`src/cache_geom_pkg.sv`:
```
package cache_geom_pkg;

    // 4-way set-associative geometry over a 32-bit byte address
    localparam int way_num  = 4;
    localparam int set_num  = 64;

    // 64-byte lines
    localparam int offset_w = 6;
    localparam int index_w  = 6;

    // whatever is left above index and offset
    localparam int tag_w    = 20;

    // enough bits to number the ways
    localparam int way_w    = 2;

    typedef logic [tag_w-1:0]   tag_t;
    typedef logic [index_w-1:0] set_idx_t;

    // one bit per way, at most one set
    typedef logic [way_num-1:0] way_oh_t;

    // tree bits for 4 ways
    // bit 0 is the root, bit 1 picks in ways 0-1, bit 2 picks in ways 2-3
    typedef logic [way_num-2:0] plru_bits_t;

endpackage

```
`src/dir_msg_pkg.sv`:
```
package dir_msg_pkg;

    import cache_geom_pkg::*;

    typedef enum logic [1:0] {
        op_none   = 2'd0,
        op_lookup = 2'd1,
        op_inval  = 2'd2
    } dir_op_e;

    // operand read as a memory address
    typedef struct packed {
        tag_t                  tag;
        set_idx_t              index;
        logic [offset_w-1:0]   offset;
    } cache_addr_t;

    // operand read as a set/way pair for maintenance ops
    typedef struct packed {
        logic [31-index_w-way_w:0] rsvd;
        set_idx_t                  set;
        logic [way_w-1:0]          way;
    } maint_addr_t;

    // same 32 bits, meaning depends on the opcode
    typedef union packed {
        cache_addr_t addr;
        maint_addr_t maint;
    } operand_u;

    typedef struct packed {
        dir_op_e  op;
        operand_u operand;
    } dir_req_t;

    // decoded request, already split by opcode
    typedef struct packed {
        logic             valid;
        logic             inval;
        set_idx_t         set;
        tag_t             tag;
        logic [way_w-1:0] way;
    } dec_req_t;

    typedef struct packed {
        logic     valid;
        logic     hit;
        way_oh_t  way_oh;
        logic     evict_valid;
        tag_t     evict_tag;
        logic     inval_done;
    } dir_rsp_t;

endpackage

```
`src/req_decode.sv`:
```
`timescale 1ns/1ns

module req_decode
    import cache_geom_pkg::*;
    import dir_msg_pkg::*;
(
    input  logic     clk,
    input  logic     rst,
    input  logic     req_valid,
    input  dir_req_t req,
    output dec_req_t dec
);

    logic             fwd;
    logic             is_inval;
    set_idx_t         set_d;
    tag_t             tag_d;
    logic [way_w-1:0] way_d;

    logic             valid_q;
    logic             inval_q;
    set_idx_t         set_q;
    tag_t             tag_q;
    logic [way_w-1:0] way_q;

    // op_none is dropped here and never reaches the arrays
    assign fwd      = req_valid && (req.op != op_none);
    assign is_inval = (req.op == op_inval);

    // pick the field layout by opcode
    always_comb begin
        if (is_inval) begin
            set_d = req.operand.maint.set;
            way_d = req.operand.maint.way;
            // tag is not looked at for invalidates
            tag_d = '0;
        end else begin
            set_d = req.operand.addr.index;
            tag_d = req.operand.addr.tag;
            way_d = '0;
        end
    end

    always_ff @(posedge clk or posedge rst) begin
        if (rst) begin
            valid_q <= 1'b0;
            inval_q <= 1'b0;
        end else begin
            valid_q <= fwd;
            inval_q <= is_inval;
        end
    end

    // address fields, qualified by valid_q
    always_ff @(posedge clk) begin
        set_q <= set_d;
        tag_q <= tag_d;
        way_q <= way_d;
    end

    always_comb begin
        dec.valid = valid_q;
        dec.inval = inval_q;
        dec.set   = set_q;
        dec.tag   = tag_q;
        dec.way   = way_q;
    end

endmodule

```
`config.mk`:
```
export PLATFORM = sky130hd
export DESIGN_NAME = req_decode
export DESIGN_NICKNAME = d
export VERILOG_FILES = /design/src/cache_geom_pkg.sv /design/src/dir_msg_pkg.sv /design/src/req_decode.sv
export SDC_FILE = /design/constraint.sdc
export NUM_CORES = 1
export LEC_CHECK = 0
export BUFFER_PORTS_ARGS = -buffer_cell sky130_fd_sc_hd__clkbuf_2
export CORE_MARGIN = 2
export CORE_UTILIZATION = 38
export CTS_BUF_LIST = sky130_fd_sc_hd__clkbuf_16
export DETAILED_ROUTE_END_ITERATION = 8
export MAX_ROUTING_LAYER = met4
export PLACE_DENSITY = 0.75
export RECOVER_POWER = 50
export SYNTH_ARGS = -nofsm -noshare
export SYNTH_HDL_FRONTEND = slang
export SYNTH_SLANG_ARGS = --single-unit
```
`constraint.sdc`:
```
create_clock -name clk -period 0.8 [get_ports clk]
set_clock_uncertainty 0.1 [all_clocks]
set_input_delay 0.04 -clock clk [delete_from_list [all_inputs] [get_ports clk]]
set_output_delay 0.04 -clock clk [all_outputs]
set_load 0.005 [all_outputs]
```
==> impl_metrics.ini <==
[run_status]
status = finished with violations
violations = negative hold slack, negative setup slack

[clock_network]
cts_tree = yes
cts-root-buf = clkbuf_16
postCtsHoldBufs = 24
cts.sinks = 30
h-tree-depth = 2
post_cts_buffers = 0
clkTransAtPathRegs_ns = 0.05
clk_path_buf_depth = 2
cts_buffers = 5

[critical_path]
crit_family = flip-flops
crit_chain = clkbuf_2
worstSetupPathType = flip-flop to output port
endpoint_kind = output port
cp.required_ns = 0.66
arrival_ns = 0.73
critPathBufInv = 1
slowest_delay_ns = 0.35
cp_max_fo = 1
critPathLaunchType = flip-flop
crit_slowest_cell = dfrtp_1

[timing]
finalCriticalPeriod_ns = 0.8725
layout_setup_ws_ns = -0.07248
finalSetupViolCount = 30
slew_violations = 0
finalCritPeriodShare_pct = 109.1
max_freq_ghz = 1.146
hold_viol = 7
slew_headroom_pct = 85.08
fin_tns_setup_ns = -0.4523
worst_slew_pin_slew_ns = 0.2239
rsz0062_at_grt = true
whs_ns = -0.1109

[yosys]
synth-edff-count = 0
syn_inst = 66
synth.top_cell.area_share_pct = 62.92
synth_area_leader_cell = dfxtp_1
synthTopCellsByArea = dfxtp_1 63%, and2_1 15%, mux2_4 8.4%, dfrtp_1 5.6%, buf_4 1.7%
yosysUniqueCellTypes = 11
syn_area_per_cell_um2 = 13.50
synth_most_common_cell = dfxtp_1
syn-num-nets = 103
synth_seq_cells = 30
ys_warn_count = 0
synth.cell_area_um2 = 890.9
synth-main-ff-cell = dfxtp_1
async_flop_share_pct = 6.667
synth_common_cells = 28 x dfxtp_1, 22 x and2_1, 5 x mux2_4
yosysSeqAreaShare_pct = 68.54

[floorplan]
die_w_um = 52.42
start_util_pct = 40.27
die_h_um = 52.42
die_area_mm2 = 0.002748
row_count = 17
io_pins = 67
core_area_mm2 = 0.002212

[power_and_ir_drop]
p_per_area_mw_per_mm2 = 2260
ir_worst_vdd_v = 0.001607
power.total_w = 0.003704
power_leakage_nw = 0.8309

[global_routing]
grt_usage_pct = 20.19
grt_first_pass_wirelength_mm = 3.594
antenna_found_initial = 0
overflow = 0
grt_pass1_vias = 853
grt_max_degree = 11

[run]
cap_violations = 0

[routing]
ant_nets = 0
wl_per_cell_um = 11.76
drc = 0
drt_wl_total_mm = 2.235
vias = 776
dr.pass1.iters = 2
viasPerCell = 4.084
drtIter0Drc = 1

[cells_and_area]
area_growth_pct = 83.99
final.fill_count = 176
antenna_cells = 0
drive_gt1_share_pct = 54.32
fin_area_mm2 = 0.001639
utilization_pct = 74.10
final_nets = 199

[placement]
hpwl_mm = 1.450
gp_congestion = 0.6774
placed_area_mm2 = 0.001254
port-buffer-count = 66
place_ws_ns = -0.1388

[hold_path]
hold_class = primary input to flip-flop
==> routing by layer <==
metal  routed length (µm)  global-route usage (%)  share of wire [%]
met1                  727                   16.19                 33
met3                  192                   9.429                8.6
met4                   40                   10.26                1.8
met5                    0                       -                  0
met2                 1276                   37.50                 57
==> power breakdown <==
group          switching [W]  internal [W]
clock network       0.000551       0.00110
registers          0.0000258       0.00161
logic               0.000136      0.000280
total               0.000713       0.00299
==> per-stage QoR <==
step,cells,hold slack [ns]
after global placement,159,-0.2180
after detailed placement,159,-0.2169
after CTS,190,-0.1049
after floorplan,66,-0.3188
final,190,-0.1109
after global routing,190,-0.1018
==> cell usage in the layout, fill, tap and decap left out <==
master	count
buf_6	3
dfrtp_1	2
mux2_4	2
clkbuf_16	5
buf_4	3
dlygate4sd3_1	24
o21a_1	1
and2_1	22
nand2b_1	1
clkbuf_2	52
clkbuf_1	1
buf_2	10
dfxtp_1	17
mux2_1	3
inv_1	3
inv_4	1
dfxtp_2	11
mux2_2	1
==> logic make-up after synthesis <==
kind of cell           synth area share (%)
AOI/OAI and AO/OA                    0.8430
buffers and inverters                 3.932
DFF                                   68.54
muxes                                 9.691
and+or+nand+nor                       16.99
==> final timing paths <==
kind,end,from,cells past startpoint,slack (ns)
min in group asynchronous,valid_q,rst,3,0.07
max,dec[28],inval_q,1,-0.07
max in group asynchronous,inval_q,rst,3,0.41
min,set_q[3],req[9],2,-0.11
==> state kept, by name, indices dropped and copies added (netlist names) <==
name     flops
tag_q       20
set_q        6
way_q        2
inval_q      1
valid_q      1
==> cell type report <==
class / count / area, µm² / area share [%]
Sequential cell: 30 / 624.3 / 38.09
Tap cell: 28 / 35.03 / 2.137
Clock inverter: 2 / 7.507 / 0.4580
Clock buffer: 5 / 125.1 / 7.634
Multi-Input combinational cell: 30 / 226.5 / 13.82
Timing Repair Buffer: 93 / 610.6 / 37.25
Inverter: 2 / 10.01 / 0.6107
==> timing repair <==
action                                  4_1_cts  5_1_grt
cloned                                        0        0
resized for setup                             2       24
endpoints found under the setup margin       30       30
endpoints found under the hold margin        32        8
Note: power is estimated with default switching activity, not from simulation.
