**config.mk**
```make
export PLATFORM = sky130hd
export DESIGN_NAME = lookup_result
export DESIGN_NICKNAME = d
export VERILOG_FILES = /design/src/cache_geom_pkg.sv /design/src/dir_msg_pkg.sv /design/src/lookup_result.sv
export SDC_FILE = /design/constraint.sdc
export NUM_CORES = 1
export LEC_CHECK = 0
export ABC_AREA = 1
export BUFFER_PORTS_ARGS = -buffer_cell sky130_fd_sc_hd__buf_2
export CORE_MARGIN = 4
export CORE_UTILIZATION = 45
export DETAILED_ROUTE_END_ITERATION = 7
export GPL_ROUTABILITY_DRIVEN = 1
export HOLD_SLACK_MARGIN = 0.06
export MAX_ROUTING_LAYER = met4
export PLACE_DENSITY = 0.84
export SETUP_SLACK_MARGIN = 0.2
export SYNTH_ARGS = -nofsm -noshare
export SYNTH_HDL_FRONTEND = slang
export SYNTH_SLANG_ARGS = --single-unit
```
**constraint.sdc**
```tcl
create_clock -name clk -period 1.8 [get_ports clk]
set_clock_uncertainty 0.15 [all_clocks]
set_input_delay 0.09 -clock clk [delete_from_list [all_inputs] [get_ports clk]]
set_output_delay 0.09 -clock clk [all_outputs]
set_load 0.01 [all_outputs]
```
**src/cache_geom_pkg.sv**
```systemverilog
package cache_geom_pkg;

    // 4-way set-associative geometry over a 32-bit byte address
    localparam int way_num  = 4;
    localparam int set_num  = 64;

    // 64-byte lines
    localparam int offset_w = 6;
    localparam int index_w  = 6;

    // whatever is left above index and offset
    localparam int tag_w    = 20;

    // enough bits to number the ways
    localparam int way_w    = 2;

    typedef logic [tag_w-1:0]   tag_t;
    typedef logic [index_w-1:0] set_idx_t;

    // one bit per way, at most one set
    typedef logic [way_num-1:0] way_oh_t;

    // tree bits for 4 ways
    // bit 0 is the root, bit 1 picks in ways 0-1, bit 2 picks in ways 2-3
    typedef logic [way_num-2:0] plru_bits_t;

endpackage

```
**src/dir_msg_pkg.sv**
```systemverilog
package dir_msg_pkg;

    import cache_geom_pkg::*;

    typedef enum logic [1:0] {
        op_none   = 2'd0,
        op_lookup = 2'd1,
        op_inval  = 2'd2
    } dir_op_e;

    // operand read as a memory address
    typedef struct packed {
        tag_t                  tag;
        set_idx_t              index;
        logic [offset_w-1:0]   offset;
    } cache_addr_t;

    // operand read as a set/way pair for maintenance ops
    typedef struct packed {
        logic [31-index_w-way_w:0] rsvd;
        set_idx_t                  set;
        logic [way_w-1:0]          way;
    } maint_addr_t;

    // same 32 bits, meaning depends on the opcode
    typedef union packed {
        cache_addr_t addr;
        maint_addr_t maint;
    } operand_u;

    typedef struct packed {
        dir_op_e  op;
        operand_u operand;
    } dir_req_t;

    // decoded request, already split by opcode
    typedef struct packed {
        logic             valid;
        logic             inval;
        set_idx_t         set;
        tag_t             tag;
        logic [way_w-1:0] way;
    } dec_req_t;

    typedef struct packed {
        logic     valid;
        logic     hit;
        way_oh_t  way_oh;
        logic     evict_valid;
        tag_t     evict_tag;
        logic     inval_done;
    } dir_rsp_t;

endpackage

```
**src/lookup_result.sv**
```systemverilog
`timescale 1ns/1ns

module lookup_result
    import dir_msg_pkg::*;
(
    input  logic        clk,
    input  logic        rst,
    input  dir_rsp_t    stage,
    output dir_rsp_t    rsp,
    output logic [15:0] hit_count,
    output logic [15:0] miss_count
);

    dir_rsp_t rsp_q;
    logic     rsp_valid_q;
    logic     is_lookup;

    // invalidates are not counted
    assign is_lookup = stage.valid && !stage.inval_done;

    always_ff @(posedge clk or posedge rst) begin
        if (rst) begin
            rsp_valid_q <= 1'b0;
            hit_count   <= '0;
            miss_count  <= '0;
        end else begin
            rsp_valid_q <= stage.valid;
            // both counters stick at all ones
            if (is_lookup && stage.hit && (hit_count != 16'hffff)) begin
                hit_count <= hit_count + 16'd1;
            end
            if (is_lookup && !stage.hit && (miss_count != 16'hffff)) begin
                miss_count <= miss_count + 16'd1;
            end
        end
    end

    always_ff @(posedge clk) begin
        rsp_q <= stage;
    end

    always_comb begin
        rsp       = rsp_q;
        rsp.valid = rsp_valid_q;
    end

endmodule

```
==> impl_metrics.yaml <==
run_status:
  status: "complete, no violations"
drt:
  drt_pass1_iterations: 4
  wl_per_cell_um: 13.4
  num_vias: 2586
  antenna_left: 0
  drt_first_iter_violations: 159
  vias_per_cell: 4.78
  totalWireLength_um: 7260
  drc_errors: 0
pwr:
  power_density_mw_per_mm2: 919
  power_mw: 3.57
  pwr-share-clk_pct: 39.3
  pwr-share-comb_pct: 16.7
  sw_frac_of_total_pct: 27.9
  power_frac_seq_pct: 44.0
  internal_power_mw: 2.57
  ir_drop_v: 0.000658
  p_leak_nw: 1.97
  p_sw_mw: 0.994
worst_setup_path:
  path_delay_family: "simple AND/OR/NAND/NOR gates"
  start_kind: "flip-flop"
  worstSetupPathType: "flip-flop to flip-flop"
  cp_max_fo: 7
  timing.rr.end: "hit_count[3]"
  cpMostUsedCell: "nand2_2"
  ff2ff_setup_slack_ns: 0.17
  cp-startpoint: "hit_count[0]"
  cp-endpoint: "hit_count[3]"
  required_ns: 1.88
  crit_buf_inv: 0
  cp.depth: 8
  slowest_delay_ns: 0.38
  path_cells: "ha_2 -> nand2_2 -> nor2_2 -> nand2_2 -> nor2_4 -> nand2_4 -> nand3_1 -> nand2_1"
  critPathCaptureType: "flip-flop"
  critPathSlowestCell: "dfrtp_1"
  cp.arrival_ns: 1.72
  r2r_cells: 8
  timing.rr.start: "hit_count[0]"
sta:
  timing.slew.headroom_pct: 69.9
  finalSetupViolations: 0
  max_freq_mhz: 612
  post-route-period-util_pct: 90.8
  timing.hold.ws_ns: 0.233
  finalSetupTns_ns: 0
  rsz0062_at_grt: "yes"
  hold_viol_final: 0
  finalCriticalPeriod_ns: 1.63
  worst_pin_slew_ns: 0.452
  finalMaxSlewViolations: 0
  setup_ws_ns: 0.165
synthesis:
  syn_nets: 348
  synth_cell_type_count: 20
  ys_seq_elements: 60
  syn_inst: 316
  synth.yosys.seq_area_share_pct: 54.1
  syn_avg_cell_area_um2: 7.99
  ys_warn_count: 0
  netlist_area_mm2: 0.00252
clock_network:
  cts_buffer_depth: 2
  cts.reportedPaths.clkPinSlew_ns: 0.07
  cts_tree: "done"
  clk_latency_ns: 0.34
  cts_root_buf: "clkbuf_8"
  clock_sinks: 60
  cts_max_level: 3
  numCtsBuffers: 9
floorplan:
  die-width_um: 82.9
  die_area_mm2: 0.00687
  io_pins: 90
  start_util_pct: 46.1
  core-area_mm2: 0.00547
  die_y_um: 82.9
  std_cell_rows: 27
placed_design:
  place_ws_ns: 0.0892
  io_buffers: 89
  dpl_cell_area_mm2: 0.00307
  placedCellCount: 478
  gp_congestion: 0.889
  hpwl_um: 4500
global_routing:
  overflow: 0
  antenna_found_initial: 1
  first_global_vias: 2537
  grt_first_pass_wirelength_um: 11600
  grt_max_degree: 34
  grt.total_usage_pct: 21.3
cells_and_area:
  fin_nets: 495
  fin_util_pct: 70.9
  area_growth_pct: 53.7
  layout-drive-gt1-share_pct: 36.8
  instances_no_fill: 541
  stdcell_area_mm2: 0.00388
run:
  max-cap-violations: 0
hold_path:
  min_path_type: "input port to flip-flop"
-- state kept, by name, summed over array words and instances (netlist names) --
signal and flops:
hit_count 16, miss_count 16, rsp 27, rsp_valid_q 1
-- cells in the mapped netlist (all sizes together) --
cell / instances / share of area, %
nand3b: 7 / 2.1
nor3: 2 / 0.40
buf: 3 / 1.2
nor2: 42 / 6.8
nand2: 135 / 21
nand4: 8 / 2.0
dfrtp: 33 / 33
dfxtp: 27 / 21
inv: 27 / 4.0
xnor2: 9 / 3.1
xor2: 3 / 1.0
nand3: 14 / 2.8
o21ai: 4 / 0.79
ha: 2 / 0.99
-- cell type report --
cell class	count	area, um2
clock inverter	5	62.6
tap	72	90.1
inverter	27	106
fill	425	1590
antenna	1	2.50
sequential	60	1380
clock buffer	11	174
timing repair buffer	137	886
multi-input combinational	228	1180
-- power groups by stage --
| stage | Sequential, mW | Clock (mW) | Combinational [mW] |
|---|---|---|---|
| 3_5_place_dp | 1.57 | 0 | 0.393 |
| 2_1_floorplan | 1.61 | 0 | 0.165 |
| 5_1_grt | 1.58 | 1.50 | 0.648 |
| 3_3_place_gp | 1.57 | 0 | 0.381 |
| 6_report | 1.57 | 1.40 | 0.595 |
| 4_1_cts | 1.54 | 1.42 | 0.510 |
-- cell families after synthesis --
logic type,count (synthesis),share of synthesized area (%)
buf+inv,30,5.20
xor+xnor,12,4.16
simple gates,208,34.7
compound gates,4,0.793
flops,60,54.1
fa+ha+maj,2,0.991
-- layout by cell type (no fill, tap or decap), drive strengths merged --
cell type,synthesis,final
xnor2,9,9
clkbuf,0,11
nand3,14,14
buf,3,108
o21ai,4,4
dlygate4sd3,0,29
xor2,3,3
nand3b,7,7
inv,27,29
nor2,42,42
nand4,8,8
diode,0,1
clkinv,0,2
ha,2,2
bufinv,0,1
dfxtp,27,27
nand2,135,137
dfrtp,33,33
nor3,2,2
-- worst min-delay path by stage --
| stage | start | endpoint | cells past startpoint | slack, ns |
|---|---|---|---|---|
| floorplan | stage[0] | rsp[0] | 0 | -0.03 |
| global placement | stage[23] | rsp[23] | 1 | 0.04 |
| detailed placement | stage[20] | rsp[20] | 1 | 0.04 |
| CTS | stage[6] | rsp[6] | 2 | 0.21 |
| global route | stage[18] | rsp[18] | 2 | 0.22 |
| finish | stage[2] | rsp[2] | 2 | 0.23 |
-- layer usage --
metal | track usage, % | vias to the layer above | wire length [um]
li1 | - | 1273 | -
met1 | 23.8 | 1202 | 2950
met2 | 36.2 | 96 | 3800
met3 | 4.17 | 15 | 378
met4 | 10.4 | 0 | 138
met5 | - | - | 0
-- what timing repair did --
item / in CTS / in global routing
cloned: 1 / 1
hold buffers: 29 / 0
gates resized for setup: 6 / 45
setup buffers: 4 / 11
hold endpoints to repair: 61 / 0
pin swaps: 3 / 17
endpoints found under the setup margin: 26 / 32
Power figures use the tool's default switching activity.
